<file path="src/verilog/mem_pkg.sv">
package mem_pkg;

	//////////////////////////////////////////////////////////////////////
	// memory bus widths
	//////////////////////////////////////////////////////////////////////

	// byte address
	localparam int ADDR_W = 32;

	// response and return tag, zero means no response
	localparam int TAG_W = 4;

	// number of distinct tag values
	localparam int NUM_TAGS = 16;

	// one cache line is one memory transfer
	localparam int LINE_BYTES = 8;

	//////////////////////////////////////////////////////////////////////
	// bus command and access size
	//////////////////////////////////////////////////////////////////////

	// command on the memory bus
	typedef enum logic [1:0] {
		BUS_NONE  = 2'h0,
		BUS_LOAD  = 2'h1,
		BUS_STORE = 2'h2
	} bus_command_t;

	// size of a processor data access
	typedef enum logic [1:0] {
		SIZE_BYTE = 2'h0,
		SIZE_HALF = 2'h1,
		SIZE_WORD = 2'h2
	} mem_size_t;

	//////////////////////////////////////////////////////////////////////
	// cache line
	//////////////////////////////////////////////////////////////////////

	// one memory word seen four ways
	// element 0 is always the lowest address
	typedef union packed {
		// whole line as moved on the bus
		logic [LINE_BYTES*8-1:0] dword;
		// instruction words, picked by address bit 2
		logic [1:0][31:0] words;
		// half words, picked by address bits 2..1
		logic [3:0][15:0] halves;
		// bytes, picked by address bits 2..0
		logic [7:0][7:0] bytes;
	} mem_line_t;

endpackage

</file>
<file path="src/verilog/cache_controller.sv">
`timescale 1ns/1ps

module cache_controller import mem_pkg::*; (
	input  logic              clock,
	input  logic              reset,
	// icache side
	input  bus_command_t      ic_command,
	input  logic [ADDR_W-1:0] ic_addr,
	output logic [TAG_W-1:0]  ic_response,
	output logic [TAG_W-1:0]  ic_tag,
	// dcache side
	input  bus_command_t      dc_command,
	input  logic [ADDR_W-1:0] dc_addr,
	input  mem_line_t         dc_wdata,
	output logic [TAG_W-1:0]  dc_response,
	output logic [TAG_W-1:0]  dc_tag,
	// returned line, shared by both caches
	output mem_line_t         line_data,
	// memory bus
	output bus_command_t      mem_command,
	output logic [ADDR_W-1:0] mem_addr,
	output mem_line_t         mem_wdata,
	input  logic [TAG_W-1:0]  mem_response,
	input  logic [TAG_W-1:0]  mem_tag,
	input  mem_line_t         mem_data
);

	logic                dc_active;
	logic                ic_active;
	logic                load_accepted;
	logic                tag_returned;

	// owner table, one entry per tag value
	logic [NUM_TAGS-1:0] owner_valid;
	logic [NUM_TAGS-1:0] owner_is_dc;

	//////////////////////////////////////////////////////////////////////
	// request arbitration
	//////////////////////////////////////////////////////////////////////

	// dcache wins, icache sees zero and retries
	assign dc_active = (dc_command != BUS_NONE);
	assign ic_active = !dc_active && (ic_command != BUS_NONE);

	assign mem_command = dc_active ? dc_command : ic_command;
	assign mem_addr    = dc_active ? dc_addr : ic_addr;
	// only the dcache ever stores
	assign mem_wdata   = dc_wdata;

	assign dc_response = dc_active ? mem_response : '0;
	assign ic_response = ic_active ? mem_response : '0;

	//////////////////////////////////////////////////////////////////////
	// tag routing
	//////////////////////////////////////////////////////////////////////

	assign load_accepted = (mem_command == BUS_LOAD) && (mem_response != '0);
	assign tag_returned  = (mem_tag != '0) && owner_valid[mem_tag];

	assign dc_tag = (tag_returned && owner_is_dc[mem_tag]) ? mem_tag : '0;
	assign ic_tag = (tag_returned && !owner_is_dc[mem_tag]) ? mem_tag : '0;

	assign line_data = mem_data;

	always_ff @(posedge clock) begin
		if (reset) begin
			owner_valid <= '0;
			owner_is_dc <= '0;
		end else begin
			// free on return
			if (tag_returned)
				owner_valid[mem_tag] <= 1'b0;
			// a new claim on the same tag takes over
			if (load_accepted) begin
				owner_valid[mem_response] <= 1'b1;
				owner_is_dc[mem_response] <= dc_active;
			end
		end
	end

endmodule

</file>
<file path="config.mk">
export PLATFORM = sky130hd
export DESIGN_NAME = cache_controller
export DESIGN_NICKNAME = d
export VERILOG_FILES = /design/src/verilog/mem_pkg.sv /design/src/verilog/cache_controller.sv
export SDC_FILE = /design/constraint.sdc
export NUM_CORES = 1
export LEC_CHECK = 0
export BUFFER_PORTS_ARGS = -buffer_cell sky130_fd_sc_hd__buf_2
export CORE_AREA = 3 3 149 151
export CTS_CLUSTER_SIZE = 24
export DETAILED_ROUTE_END_ITERATION = 16
export DIE_AREA = 0 0 152 154
export PLACE_DENSITY = 0.41
export SYNTH_ARGS = -nofsm -noshare
export SYNTH_HDL_FRONTEND = slang
export SYNTH_SLANG_ARGS = --single-unit
</file>
<file path="constraint.sdc">
create_clock -name clock -period 2.2 [get_ports clock]
set_input_delay 0.22 -clock clock [delete_from_list [all_inputs] [get_ports clock]]
set_output_delay 0.22 -clock clock [all_outputs]
set_load 0.01 [all_outputs]
</file>
---- Word level (Yosys, flattened, before mapping) ----
Cells that the tools add are included.
word-level totals
  register bits ........................... 32
  latch bits .............................. 0
  bits in writable memories ............... 0
  memory bits (read-only) ................. 0
  input port bits ......................... 206
  output and inout port bits .............. 178
  word-level logic and storage cells ...... 41
  memories kept ........................... 0
operators by class
  add/subtract/negate cells ............... 0
  multiply operators ...................... 0
  div/mod/pow operators ................... 0
  $lt $le $gt $ge ......................... 4
  eq/ne operators ......................... 1
  shift operators ......................... 0
  multiplexer cells ....................... 18
  bitwise logic cells ..................... 3
  reduce and logical (&&, ||, !) cells .... 13
operator list
  kind                number
  $mux 16             3
  $mux 32             1
  $and 16x16->16      1
  $bwmux 16           1
  $mux 4              4
  $not 16->16         1
  $or 16x16->16       1
  $lt 4x5->1 const B  2
  $bmux 1 s4          2
  $demux 1 s4         2
  $ge 4x1->1 const B  2
  $reduce_bool 4->1   2
  $logic_and 1x1->1   7
  $mux 1              4
  $reduce_bool 2->1   2
  $eq 2x1->1 const B  1
  $logic_not 1->1     2
  $mux 2              1

---- Longest topological paths before layout ----
  depth after elaboration ................. 10
  gate-level depth with buffers ........... 6
  depth with buffers taken out ............ 4

---- Worst setup path before layout ----
Ideal clock, no wire load.
  path type ............................... input -> output
  start ................................... in mem_tag[0]
  end ..................................... out ic_tag[0]
  arrival time ............................ 1,542 ps
  slack ................................... 438 ps
  cell stages on the path ................. 5
  buffers on the path ..................... 1
  cells stage by stage .................... buf_2 mux4_2 mux2i_1 mux2i_1 nor3b_1
on the way
  word-level cells in the longest chain between the ends .. 5
ends and longest elaborated chain
  item                                                         line                                            source
  start, declared                                              cache_controller.sv:24                          input logic [TAG_W-1:0] mem_tag,
  $bmux 1 s4 (on tied branches)                                cache_controller.sv:58, cache_controller.sv:61
  $mux 1 (on tied branches)                                    cache_controller.sv:58, cache_controller.sv:61
  $logic_and 1x1->1 / $logic_not 1->1 (equally long branches)  cache_controller.sv:58, cache_controller.sv:61
  $logic_and 1x1->1                                            cache_controller.sv:61                          assign ic_tag = (tag_returned && !owner_is_dc[mem_tag]) ? mem_tag : '0;
  $mux 4 (*)                                                   cache_controller.sv:61
  end, declared                                                cache_controller.sv:10                          output logic [TAG_W-1:0] ic_tag,
Every way passes the cells marked *; elsewhere a longest branch is shown, timed or not. The select of a mux whose other input is x is not followed.

---- Worst setup path after layout ----
  start ................................... reg owner_valid[14]
  end ..................................... out dc_tag[1]
on the way
  word-level cells in the longest chain between the ends .. 5
ends and longest elaborated chain
  item                             line                    source
  start, declared                  cache_controller.sv:34  logic [NUM_TAGS-1:0] owner_valid;
  start signal, assigned           cache_controller.sv:67  owner_valid <= '0;
  start signal, assigned by index  cache_controller.sv:72  owner_valid[mem_tag] <= 1'b0;
  start signal, assigned by index  cache_controller.sv:75  owner_valid[mem_response] <= 1'b1;
  $bmux 1 s4                       cache_controller.sv:58  assign tag_returned = (mem_tag != '0) && owner_valid[mem_tag];
  $mux 1 (not written as such)     cache_controller.sv:58
  $logic_and 1x1->1                cache_controller.sv:58
  $logic_and 1x1->1                cache_controller.sv:60  assign dc_tag = (tag_returned && owner_is_dc[mem_tag]) ? mem_tag : '0;
  $mux 4                           cache_controller.sv:60
  end, declared                    cache_controller.sv:16  output logic [TAG_W-1:0] dc_tag,
Every way passes these cells. The select of a mux whose other input is x is not followed.

==> qor.txt <==
RSZ-0062 raised after global routing: false
Seq. cell area: 621 sq um
Worst R2R End: owner_is_dc[12]$_SDFFE_PP0P_
CTS Sinks: 31
Worst setup margin: 0.160 ns
Status: finished, final reports clean
Mapped cell area: 3100 sq um
Req. time, crit path: 1.98 ns
Longest Clk Path Bufs: 2
Via count: 2358
CTS Buf Count: 5
Pre-CTS WS: 0.285 ns
Antenna violations before repair: 0
Post-Layout Cell Count: 627
Tot GR Track Use: 8.45%
Area Overhead vs Synth: 5.09%
Worst setup path end: dc_tag[1]
Vias in the first global route: 2418
Setup crit end kind: primary output
Register area share after synthesis: 20.0%
Crit path max fanout: 4
Clock-pin slew on the worst setup and hold paths: 0.05 ns
YS warnings: 0
Mapped Avg Cell Area: 8.70 sq um
Gr ovfl total: 0
Rows: 53
Total routed wirelength: 10400 um
Drt pass-1 iters: 4
Max Clock Skew: 0 ns
Die Ht: 154 um
Max-Cap Viols: 0
Final-layout fill cell count: 2439
Crit path from: owner_valid[14]$_SDFF_PP0_
Drc violations: 0
Startpoint class of the critical path: flop
Critical path's largest stage delay: 0.47 ns
Starting Density: 14.8%
Mapped Nets: 562
Fin. max-slew vios: 0
IO buf count: 127
Cell count after placement: 621
Critical path arrival: 1.82 ns
Max VDD drop: 0.266 mV
Max_slew headroom: 61.7%
Crit path kind: reg2out
Netlist cell types: 34
Core area: 21000 sq um
Util after Layout: 15.5%
Skew-Pair Late Insertion Delay: 0.27 ns
Fmax: 490 MHz
Final hold viol count: 0
Leak: 1.32 nW
Post-DRT Antenna Nets: 0
Postcts setup bufs: 0
H-tree Lvls: 2
CTS Hold Bufs: 0
Layout cells sized above 1: 55.7%
Reg2Reg Setup Slack: 1.45 ns
Die area: 23400 sq um
Cell count after synthesis: 356
Fin crit share: 92.7%
Worst hold path class: in2reg
Final Setup Violations: 0
Clock tree root buffer cell: clkbuf_16
Largest net degree at the start of global routing: 33
Die Span X: 152 um
CTS tree: done
DP Wirelength: 8950 um
Routed len/inst: 16.6 um
Initial drt markers: 69
Area of the multi-input gates: 1420 sq um
RR Startpoint: owner_is_dc[12]$_SDFFE_PP0P_
Top-level I/O count: 384
Slowest CP cell: mux4_2
Worst slew pin tran: 0.575 ns
Global-route wire length before repair: 15000 um
N_diodes: 0
Vias per inst: 3.76
Gp weighted congestion: 0.758
Reg2reg path depth: 2
Register bit total from synthesis: 31
Final #Nets: 559
Crit path cell chain: mux4_2 > o22ai_1 > o32ai_1 > and2_1 > buf_2
Setup TNS Final: 0 ns
Final worst path period need: 2.04 ns
PD cells: 487 nW/um^2
[routing by layer]
metal	wire length, um	share of wire [%]	vias to the layer above	global-route usage [%]
met2	5410	52	208	15.5
met1	3400	33	1024	8.15
met4	387	3.7	0	4.32
met5	0	0	-	0.207
met3	1230	12	38	3.43
li1	-	-	1088	-
[how the worst min path moves through the flow]
| stage | start | end | slack (ns) | depth (start not counted) |
|---|---|---|---|---|
| floorplan | reset | owner_is_dc[11]$_SDFFE_PP0P_ | 0.40 | 2 |
| global placement | mem_data[10] | line_data[10] | 0.44 | 0 |
| detailed placement | mem_data[10] | line_data[10] | 0.44 | 0 |
| CTS | mem_response[3] | owner_valid[2]$_SDFF_PP0_ | 0.40 | 4 |
| global route | mem_response[3] | owner_valid[1]$_SDFF_PP0_ | 0.44 | 4 |
| finish | mem_response[3] | owner_valid[2]$_SDFF_PP0_ | 0.40 | 4 |
[worst max-delay path: cells and delay by family, from the launching register on]
kind	cells	cell delay (ns)
DFF	1	0.31
and+or+nand+nor	1	0.19
buffers and inverters	1	0.14
AOI/OAI and AO/OA	2	0.45
muxes	1	0.47
[registers in the layout, summed over array words and instances, names as in the netlist]
register     cells
owner_is_dc     16
owner_valid     15
[cells by family after synthesis]
group / Yosys count / share of synthesized area [%]
flops: 31 / 20.0
buf+inv: 153 / 34.5
compound gates: 67 / 15.8
simple gates: 55 / 9.69
mux: 50 / 20.0
[per-stage QoR]
stage | power [mW] | hold WS [ns] | instance area (sq um)
after floorplan | 1.04 | 0.404 | 3100
after global placement | 0.984 | 0.440 | 3120
after detailed placement | 0.981 | 0.440 | 3120
after CTS | 1.60 | 0.400 | 3250
after global routing | 1.65 | 0.435 | 3260
final | 1.58 | 0.397 | 3260
[what timing repair did]
item                                    in CTS  in global routing
endpoints found under the setup margin       0                  1
resized for setup                            0                  1
endpoints found under the hold margin        0                  0
[area by class of cell]
class / instances / area share (%)
multi-input cells: 172 / 43.6
clock buffers: 6 / 3.96
inverters: 7 / 0.807
repair buffers: 136 / 22.0
well taps: 275 / 10.6
flip-flops and latches: 31 / 19.1
[report_power, final]
part	total [mW]	internal, mW	switching [mW]
Combinational	0.390	0.186	0.204
Sequential	0.576	0.571	0.00478
Clock	0.618	0.405	0.213
Total	1.58	1.16	0.423
[cells in the final DEF (no fill, tap or decap), types with 2 or more instances in the layout]
cell | Yosys | layout
a2111oi_4 | 4 | 4
a21oi_1 | 27 | 27
a311oi_1 | 11 | 11
and2_1 | 7 | 7
buf_2 | 8 | 127
buf_4 | 129 | 8
clkbuf_16 | 0 | 5
dfxtp_1 | 31 | 31
inv_1 | 5 | 5
inv_2 | 2 | 2
mux2_2 | 35 | 35
mux2i_1 | 9 | 8
mux4_2 | 6 | 6
nand2_1 | 15 | 15
nand2b_1 | 7 | 7
nand3_1 | 4 | 4
nor2_1 | 5 | 4
nor2b_1 | 8 | 8
o21ai_0 | 17 | 17
o32ai_1 | 2 | 2
or2_2 | 3 | 3
[cells in the mapped netlist]
| master | n | share of area (%) |
|---|---|---|
| o21a_1 | 1 | 0.24 |
| buf_2 | 8 | 1.3 |
| nor2_1 | 5 | 0.61 |
| o22ai_1 | 1 | 0.20 |
| dfxtp_1 | 31 | 20 |
| and2_2 | 1 | 0.24 |
| a21oi_1 | 27 | 4.4 |
| nand2_1 | 15 | 1.8 |
| nand2b_1 | 7 | 1.4 |
| inv_2 | 2 | 0.24 |
| nand2b_4 | 1 | 0.44 |
| mux4_2 | 6 | 4.4 |
| a2111oi_4 | 4 | 3.6 |
| and2_1 | 7 | 1.4 |
| a2bb2oi_1 | 1 | 0.28 |
| nor2b_1 | 8 | 1.6 |
| buf_1 | 1 | 0.12 |
| clkbuf_1 | 8 | 0.97 |
| and3b_1 | 1 | 0.28 |
| mux2i_1 | 9 | 2.9 |
| o32ai_1 | 2 | 0.57 |
| or2_2 | 3 | 0.61 |
| o21ai_0 | 17 | 2.7 |
| nand3_1 | 4 | 0.65 |
| inv_1 | 5 | 0.61 |
| nor3_1 | 1 | 0.16 |
| nor2_2 | 1 | 0.20 |
| a21o_1 | 1 | 0.24 |
| o21ai_1 | 1 | 0.16 |
| buf_4 | 129 | 31 |
| nor3b_1 | 1 | 0.24 |
| a221o_1 | 1 | 0.32 |
| mux2_2 | 35 | 13 |
| a311oi_1 | 11 | 3.1 |
(Power assumes the default switching activity.)
