[src/verilog/mem_pkg.sv]
package mem_pkg;

	//////////////////////////////////////////////////////////////////////
	// memory bus widths
	//////////////////////////////////////////////////////////////////////

	// byte address
	localparam int ADDR_W = 32;

	// response and return tag, zero means no response
	localparam int TAG_W = 4;

	// number of distinct tag values
	localparam int NUM_TAGS = 16;

	// one cache line is one memory transfer
	localparam int LINE_BYTES = 8;

	//////////////////////////////////////////////////////////////////////
	// bus command and access size
	//////////////////////////////////////////////////////////////////////

	// command on the memory bus
	typedef enum logic [1:0] {
		BUS_NONE  = 2'h0,
		BUS_LOAD  = 2'h1,
		BUS_STORE = 2'h2
	} bus_command_t;

	// size of a processor data access
	typedef enum logic [1:0] {
		SIZE_BYTE = 2'h0,
		SIZE_HALF = 2'h1,
		SIZE_WORD = 2'h2
	} mem_size_t;

	//////////////////////////////////////////////////////////////////////
	// cache line
	//////////////////////////////////////////////////////////////////////

	// one memory word seen four ways
	// element 0 is always the lowest address
	typedef union packed {
		// whole line as moved on the bus
		logic [LINE_BYTES*8-1:0] dword;
		// instruction words, picked by address bit 2
		logic [1:0][31:0] words;
		// half words, picked by address bits 2..1
		logic [3:0][15:0] halves;
		// bytes, picked by address bits 2..0
		logic [7:0][7:0] bytes;
	} mem_line_t;

endpackage

[src/verilog/line_lane.sv]
`timescale 1ns/1ps

module line_lane import mem_pkg::*; (
	input  mem_line_t   line,
	input  logic [2:0]  offset,
	input  mem_size_t   size,
	input  logic        is_unsigned,
	input  logic [31:0] wdata,
	output logic [31:0] load_value,
	output mem_line_t   merged_line
);

	// lanes addressed by the offset
	logic [7:0]  sel_byte;
	logic [15:0] sel_half;
	logic [31:0] sel_word;

	assign sel_byte = line.bytes[offset];
	// low offset bit ignored, halves are aligned
	assign sel_half = line.halves[offset[2:1]];
	assign sel_word = line.words[offset[2]];

	always_comb begin
		// untouched lanes pass through
		merged_line = line;
		case (size)
			SIZE_BYTE: begin
				// sign bit only when signed
				load_value = {{24{~is_unsigned & sel_byte[7]}}, sel_byte};
				merged_line.bytes[offset] = wdata[7:0];
			end
			SIZE_HALF: begin
				load_value = {{16{~is_unsigned & sel_half[15]}}, sel_half};
				merged_line.halves[offset[2:1]] = wdata[15:0];
			end
			default: begin
				// full word, nothing to extend
				load_value = sel_word;
				merged_line.words[offset[2]] = wdata;
			end
		endcase
	end

endmodule

[src/verilog/dcache.sv]
`timescale 1ns/1ps

module dcache import mem_pkg::*; #(
	parameter int DCACHE_LINES = 32
) (
	input  logic              clock,
	input  logic              reset,
	input  bus_command_t      dc_command,
	input  logic [ADDR_W-1:0] dc_addr,
	input  mem_size_t         dc_size,
	input  logic              dc_unsigned,
	input  logic [31:0]       dc_wdata,
	output logic [31:0]       dc_rdata,
	output logic              dc_done,
	output bus_command_t      mem_command,
	output logic [ADDR_W-1:0] mem_addr,
	output mem_line_t         mem_wdata,
	input  logic [TAG_W-1:0]  mem_response,
	input  logic [TAG_W-1:0]  mem_tag,
	input  mem_line_t         mem_data
);

	localparam int OFF_W = $clog2(LINE_BYTES);
	localparam int IDX_W = $clog2(DCACHE_LINES);
	localparam int TAG_BITS = ADDR_W - OFF_W - IDX_W;

	// access sequencer states
	localparam logic [2:0] ST_IDLE       = 3'd0;
	localparam logic [2:0] ST_LOOKUP     = 3'd1;
	localparam logic [2:0] ST_FILL_REQ   = 3'd2;
	localparam logic [2:0] ST_FILL_WAIT  = 3'd3;
	localparam logic [2:0] ST_WRITE_THRU = 3'd4;

	logic [2:0]              state;
	logic [TAG_W-1:0]        wait_tag;

	logic [TAG_BITS-1:0]     tags [DCACHE_LINES];
	mem_line_t               data [DCACHE_LINES];
	logic [DCACHE_LINES-1:0] valid;

	logic [IDX_W-1:0]        index;
	logic [TAG_BITS-1:0]     addr_tag;
	logic                    hit;
	logic                    is_store;
	logic                    fill_done;
	logic                    store_hit;
	mem_line_t               cur_line;
	mem_line_t               merged_line;

	//////////////////////////////////////////////////////////////////////
	// lookup and lane select
	//////////////////////////////////////////////////////////////////////

	assign index    = dc_addr[OFF_W +: IDX_W];
	assign addr_tag = dc_addr[ADDR_W-1 -: TAG_BITS];
	assign hit      = valid[index] && (tags[index] == addr_tag);
	assign is_store = (dc_command == BUS_STORE);
	assign cur_line = data[index];

	// matching tag back from memory
	assign fill_done = (state == ST_FILL_WAIT) && (mem_tag == wait_tag);
	assign store_hit = (state == ST_LOOKUP) && hit && is_store;

	line_lane lane (
		.line        (cur_line),
		.offset      (dc_addr[2:0]),
		.size        (dc_size),
		.is_unsigned (dc_unsigned),
		.wdata       (dc_wdata),
		.load_value  (dc_rdata),
		.merged_line (merged_line)
	);

	//////////////////////////////////////////////////////////////////////
	// bus side
	//////////////////////////////////////////////////////////////////////

	always_comb begin
		case (state)
			ST_FILL_REQ:   mem_command = BUS_LOAD;
			ST_WRITE_THRU: mem_command = BUS_STORE;
			default:       mem_command = BUS_NONE;
		endcase
	end

	assign mem_addr = {dc_addr[ADDR_W-1:OFF_W], {OFF_W{1'b0}}};
	// array already holds the merged line during write-through
	assign mem_wdata = cur_line;

	// load hit in lookup, store on acceptance
	assign dc_done = ((state == ST_LOOKUP) && hit && !is_store) ||
		((state == ST_WRITE_THRU) && (mem_response != '0));

	//////////////////////////////////////////////////////////////////////
	// sequencer
	//////////////////////////////////////////////////////////////////////

	always_ff @(posedge clock) begin
		if (reset) begin
			state    <= ST_IDLE;
			wait_tag <= '0;
			valid    <= '0;
		end else begin
			case (state)
				ST_IDLE: begin
					if (dc_command != BUS_NONE)
						state <= ST_LOOKUP;
				end
				ST_LOOKUP: begin
					// stores also need the line first
					if (!hit)
						state <= ST_FILL_REQ;
					else if (is_store)
						state <= ST_WRITE_THRU;
					else
						state <= ST_IDLE;
				end
				ST_FILL_REQ: begin
					if (mem_response != '0) begin
						wait_tag <= mem_response;
						state    <= ST_FILL_WAIT;
					end
				end
				ST_FILL_WAIT: begin
					// back to lookup, finishes as a hit
					if (fill_done) begin
						valid[index] <= 1'b1;
						state        <= ST_LOOKUP;
					end
				end
				ST_WRITE_THRU: begin
					if (mem_response != '0)
						state <= ST_IDLE;
				end
				default: state <= ST_IDLE;
			endcase
		end
	end

	// array writes, fill or store merge
	always_ff @(posedge clock) begin
		if (fill_done) begin
			data[index] <= mem_data;
			tags[index] <= addr_tag;
		end else if (store_hit) begin
			data[index] <= merged_line;
		end
	end

endmodule

[config.mk]
export PLATFORM = sky130hd
export DESIGN_NAME = dcache
export DESIGN_NICKNAME = d
export VERILOG_FILES = /design/src/verilog/mem_pkg.sv /design/src/verilog/line_lane.sv /design/src/verilog/dcache.sv
export SDC_FILE = /design/constraint.sdc
export NUM_CORES = 2
export LEC_CHECK = 0
export BUFFER_PORTS_ARGS = -buffer_cell sky130_fd_sc_hd__buf_2
export CAP_MARGIN = 20
export CORE_MARGIN = 2
export CORE_UTILIZATION = 45
export CTS_BUF_LIST = sky130_fd_sc_hd__clkbuf_8 sky130_fd_sc_hd__clkbuf_16
export CTS_CLUSTER_SIZE = 25
export DETAILED_ROUTE_END_ITERATION = 8
export GPL_TIMING_DRIVEN = 0
export PLACE_DENSITY = 0.59
export SLEW_MARGIN = 40
export SYNTH_ARGS = -nofsm -noshare
export SYNTH_HDL_FRONTEND = slang
export SYNTH_SLANG_ARGS = --single-unit
export TNS_END_PERCENT = 5
[constraint.sdc]
create_clock -name clock -period 6.73 [get_ports clock]
set_input_delay 0.3365 -clock clock [delete_from_list [all_inputs] [get_ports clock]]
set_output_delay 0.3365 -clock clock [all_outputs]
set_load 0.01 [all_outputs]
## After elaboration in Yosys (flattened, before gate mapping)

Memories as Yosys holds them, arrays and structs flattened.
Index checks and enable logic that the tools add are counted.

| storage, ports and cells | value |
|---|---|
| memory bits (writable) | 2816 |
| bits in registers | 39 |
| memories kept | 2 |
| output and inout bits | 131 |
| bits of input ports | 143 |

| cells by class | value |
|---|---|
| magnitude comparators | 8 |
| multiplexer cells | 35 |
| reduce and logical (&&, ||, !) cells | 19 |
| bitwise gates (word level) | 5 |
| equality and inequality tests | 12 |

Memory list:

| memory | words | width | read ports | clocked after Yosys merged registers in | write ports | RTL line | text |
|---|---|---|---|---|---|---|---|
| data | 32 | 64 | 1 | 0 | 1 | dcache.sv:38 | `mem_line_t data [DCACHE_LINES];` |
| tags | 32 | 24 | 1 | 0 | 1 | dcache.sv:37 | `logic [TAG_BITS-1:0] tags [DCACHE_LINES];` |

Operator list:

| operator | count |
|---|---|
| $bwmux 64 | 3 |
| $pmux 64 s2 | 1 |
| $mux 32 | 3 |
| $mux 64 | 1 |
| $pmux 32 s2 | 1 |
| $bmux 16 s2 | 1 |
| $demux 16 s2 | 1 |
| $demux 32 s1 | 1 |
| $mux 16 | 2 |
| $or 32x32->32 | 1 |
| $bmux 8 s3 | 1 |
| $demux 8 s3 | 1 |
| $eq 24x24->1 | 1 |
| $mux 3 | 6 |
| $mux 8 | 2 |
| $pmux 3 s5 | 1 |
| $logic_and 1x1->1 | 10 |
| $mux 1 | 7 |
| $eq 3x2->1 const B | 2 |
| $lt 5x6->1 const B | 1 |
| $ne 2x2->1 const B | 3 |
| $bmux 1 s5 | 1 |
| $demux 1 s5 | 1 |
| $ge 5x1->1 const B | 1 |
| other kinds (24) | 26 |

## Logic depth before layout (Yosys ltp)

| depth | value |
|---|---|
| word-level depth | 9 |
| depth in mapped cells | 16 |

## Modules after synthesis

From an unflattened synthesis, not the netlist that was laid out.

| second synthesis, totals | value |
|---|---|
| cells, all modules | 5413 |
| area total of the unflattened synthesis | 111590.8 um^2 |

Modules (own cells, without submodules):

| module | times used | cells an instance | area each (um^2) |
|---|---|---|---|
| dcache | 1 | 4966 | 108589.1 |
| line_lane | 1 | 447 | 3001.6 |

## Least setup slack after synthesis

Ideal clock, no wire load.

| timing | value |
|---|---|
| path type | input to register |
| start point | in dc_addr[4] |
| end point | mem data[10][0] in the netlist's numbering (enable) |
| slack | -274 ps |
| stages on the path | 16 |
| path buffers | 8 |
| required time | 6223 ps |
| arrival | 6497 ps |
| cells stage by stage | buf_4 buf_4 buf_4 buf_4 buf_2 buf_2 mux2i_1 o22ai_1 nor4_1 nand2_1 xor2_1 nor4_1 nand4_4 buf_6 buf_4 a21oi_1 |

| between the ends | value |
|---|---|
| longest elaborated chain between the ends | 9 |
| elaborated cells on any way between the ends | 11 |

RTL lines:

| what | RTL line | text |
|---|---|---|
| start: declaration | dcache.sv:9 | `input logic [ADDR_W-1:0] dc_addr,` |
| $mem_v2 32x24 / $bmux 1 s5 (equally long branches) | - |  |
| $eq 24x24->1 / $mux 1 (equally long branches) | dcache.sv:56 | `assign hit = valid[index] && (tags[index] == addr_tag);` |
| $logic_and 1x1->1 | dcache.sv:56 |  |
| $logic_and 1x1->1 (2 in series) | dcache.sv:62 | `assign store_hit = (state == ST_LOOKUP) && hit && is_store;` |
| $mux 1 | dcache.sv:145 | `end else if (store_hit) begin` |
| $mux 1 | dcache.sv:142 | `if (fill_done) begin` |
| $mux 1 (implied by the code) | dcache.sv:146 | `data[index] <= merged_line;` |
| $or 1x1->1 (no line) | - |  |
| end: declaration | dcache.sv:38 |  |

Several ways; a longest one is shown, not always the timed one. The select of a mux whose other input is x is not followed.

## Worst setup path in the final report

| timing | value |
|---|---|
| start point | in dc_addr[4] |
| end point | out dc_rdata[2] |

| between the ends | value |
|---|---|
| longest elaborated chain between the ends | 4 |
| elaborated cells on any way between the ends | 8 |

RTL lines:

| what | RTL line | text |
|---|---|---|
| $mem_v2 32x64 * | - |  |
| $bmux 8 s3, or another cell as far along | line_lane.sv:18 | `assign sel_byte = line.bytes[offset];` |
| $mux 8 (implied by the code), or another cell as far along | line_lane.sv:18 |  |
| $pmux 32 s2 * | line_lane.sv:26 | `case (size)` |
| end: declaration | dcache.sv:13 | `output logic [31:0] dc_rdata,` |

Mark *: on every way between the ends. The rest lies on a longest branch, timed or not. The select of a mux whose other input is x is not followed.

==> results.yml <==
synth:
  ys_seq_area_share_pct: 76.3
  syn_inst: 5500
  syn_area_um2: 112000
  avgSynthCellArea_um2: 20.3
  yosysTopAreaCell: "edfxtp_1"
  async_flop_share_pct: 0
  synth_cell_type_count: 73
  synth_flop_cell: "edfxtp_1"
  synth_top_area_share_pct: 75.6
  netlist_top_cells_area: "edfxtp_1 76%, mux4_2 11%, mux2i_1 3.7%"
  ys_ff_latch: 2855
  yosys_warnings: 0
  synth_edf_count: 2816
global_routing:
  antenna_found_initial: 26
  first_global_vias: 62300
  grt_pass1_wl_um: 532000
  grtUsageMet2_pct: 47.7
  grt_overflow: 0
  busiest_layer: "met2"
  grt_max_degree: 36
  grt_use_total_pct: 31.2
  grt_util_met3_pct: 7.28
  use_met1_pct: 43.2
cells_and_area:
  fin_nets: 6628
  drive_gt1_share_pct: 30.3
  design_area_um2: 134000
  area_delta_synth_final_pct: 20.1
  layout_commonest_cell: "edfxtp_1"
  fin_util_pct: 54.2
  layout_common_cells: "2,816 x edfxtp_1, 540 x mux4_2, 410 x mux2i_1, 403 x buf_2, 320 x clkbuf_16"
critical_path:
  critical-path-top-delay-family: "buffers and inverters"
  crit_path_frequent_cell: "buf_2"
  max_stage_delay_ns: 0.89
  worstPathRequired_ns: 6.39
  crit_chain: "buf_4 -> buf_4 -> buf_4 -> buf_4 -> buf_2 -> buf_2 -> buf_2 -> buf_2 -> mux4_2 -> a22oi_1 -> nand4_1 -> o21ai_0 -> o221ai_1 -> buf_2"
  critPathKind: "input pin to primary output"
  worst_setup_path_start_kind: "input pin"
  setup.worst_path.end_class: "primary output"
  ff2ff_setup_slack_ns: 0.96
  crit_arrival_ns: 6.37
  worst-path-buf-inv: 9
  cp_max_fo: 10
  crit_path_top_delay_cell: "o21ai_0"
placed_design:
  dpl.hpwl_um: 279000
  pre_cts_slack_ns: -0.0725
  globalplace.congestion: 0.969
  io_buffer_count: 260
  placed_cell_area_um2: 124000
timing:
  hold_viol_final: 0
  finalSetupViolCount: 0
  finalMaxSlewViolations: 0
  worst_slew_margin_rel_pct: 35.3
  setup_slack_ns: 0.0269
  max_freq_ghz: 0.149
  hold_slack_ns: 0.0840
  worst_pin_slew_ns: 0.967
  rsz0062_at_grt: "no"
  fin_worst_skew_ns: 0.0645
  finalCriticalPeriod_ns: 6.70
  period_share_pct: 99.6
route:
  drt_iter0_markers: 10400
  drt-vias-per-instance: 6.55
  drc_errors: 0
  ant_nets: 0
  first_pass_iters: 6
  vias: 65800
  wl_per_cell_um: 39.7
  totalWireLength_um: 398000
clock_tree:
  cts_buffers: 312
  cts_tree: "built"
  cts_max_path_buffers: 4
  h-tree-depth: 5
  clk_pin_slew_ns: 0.06
  cts_root_buf: "clkbuf_16"
  cts_sinks: 2855
  clk-insertion-delay-late_ns: 0.96
pwr:
  max-vdd-ir-drop_mv: 0.258
  p_leak_nw: 44.4
  power_density_nw_per_um2: 284
hold_path:
  hold_path.class: "input pin to flip-flop"
floorplanning:
  start_util_pct: 45.1
  rows: 183
  die-area_um2: 253000
  coreArea_um2: 248000
  pin_count: 274
  die_x_um: 503
  die_y_um: 503
run:
  maxCapViolCount: 0
outcome:
  status: "finished clean"
==> path summary, 6_finish.rpt <==
path                     start            to  depth (start not counted)
setup / recovery    dc_addr[4]   dc_rdata[2]                         14
hold / removal    mem_data[18]  data[27][18]                          3
setup reg to reg    tags[3][9]  data[28][26]                         14
hold reg to reg      valid[23]     valid[23]                          2
==> flip-flops by register name, summed over array words and instances (netlist names) <==
signal and cells:
tags 768, valid 32, data 2048, wait_tag 4, state 3
==> layer usage <==
| metal | wire, µm | part of all wire, % | vias to the layer above |
|---|---|---|---|
| li1 | - | - | 25100 |
| met1 | 150000 | 38 | 34900 |
| met3 | 47300 | 12 | 933 |
| met5 | 104 | 0.026 | - |
| met2 | 182000 | 46 | 4801 |
| met4 | 18900 | 4.7 | 14 |
==> layout make-up <==
type / instances / area [µm²]
Sequential cell: 2855 / 85300
Inverter: 29 / 109
Timing Repair Buffer: 669 / 7950
Antenna cell: 13 / 32.5
Buffer: 373 / 1950
Multi-Input combinational cell: 2245 / 25400
Clock buffer: 321 / 8020
Tap cell: 3330 / 4170
Fill cell: 19000 / 114000
Clock inverter: 207 / 1390
==> cell families (layout without fill, tap and decap cells) <==
kind of cell | count (synthesis) | in the layout | synth area share [%]
buffers and inverters | 402 | 1599 | 1.72
muxes | 1027 | 1027 | 15.3
other | 1 | 16 | 0.00335
xor gates and xnor gates | 9 | 9 | 0.0705
AOI/OAI and AO/OA | 730 | 730 | 4.41
DFF | 2855 | 2855 | 76.3
and+or+nand+nor | 476 | 476 | 2.21
==> worst register-to-register path, cell delays in order, from the launching register on <==
cell and delay (ns):
edfxtp_1 0.37, mux2i_1 0.16, o22ai_1 0.12, or4_1 0.62
or4_1 0.53, a2111oi_0 0.75, nor4b_2 0.51, nand4_4 0.37
buf_6 0.35, buf_4 0.29, a21oi_4 0.49, buf_8 0.26
buf_8 0.22, buf_8 0.22, buf_8 0.20
==> power by group <==
part | internal, mW | switching, mW | total [mW]
registers | 19.5 | 0.00626 | 19.5
logic | 0.785 | 1.74 | 2.53
clock network | 9.22 | 6.88 | 16.1
==> cell usage after synthesis (4+ instances only) <==
master	number
a21o_1	8
a21oi_1	88
a221o_1	19
a22o_1	9
a22oi_1	260
and3_1	16
and4_1	18
buf_1	19
buf_2	136
buf_4	50
buf_6	8
clkbuf_1	160
dfxtp_1	39
edfxtp_1	2816
inv_1	26
mux2_1	56
mux2_2	13
mux2i_1	418
mux4_2	540
nand2_1	101
nand2b_1	11
nand3_1	6
nand3b_1	4
nand4_1	52
nand4b_1	4
nand4bb_1	5
nor2_1	158
nor3_1	10
nor3b_1	4
nor4_1	52
o211ai_1	15
o21ai_0	59
o21ba_2	4
o21bai_1	9
o221ai_1	7
o22ai_1	220
or3b_2	4
or4_1	6
xor2_1	8
==> repair_timing <==
| item | CTS | global route |
|---|---|---|
| setup buffers | 0 | 1 |
| hold buffers | 39 | 0 |
| endpoints found under the hold margin | 818 | 0 |
| setup endpoints to repair | 0 | 2 |
| resized for setup | 0 | 1 |
==> through the flow <==
step | setup TNS, ns | std cells | power [mW]
3_3_place_gp | - | 9092 | 22.3
4_1_cts | 0 | 10000 | 38.2
3_5_place_dp | -1.80 | 9457 | 22.3
2_1_floorplan | -547.74 | 5502 | 21.1
5_1_grt | 0 | 10000 | 39.0
6_report | 0 | 10000 | 38.2
Note: power is estimated with default switching activity, not from simulation.
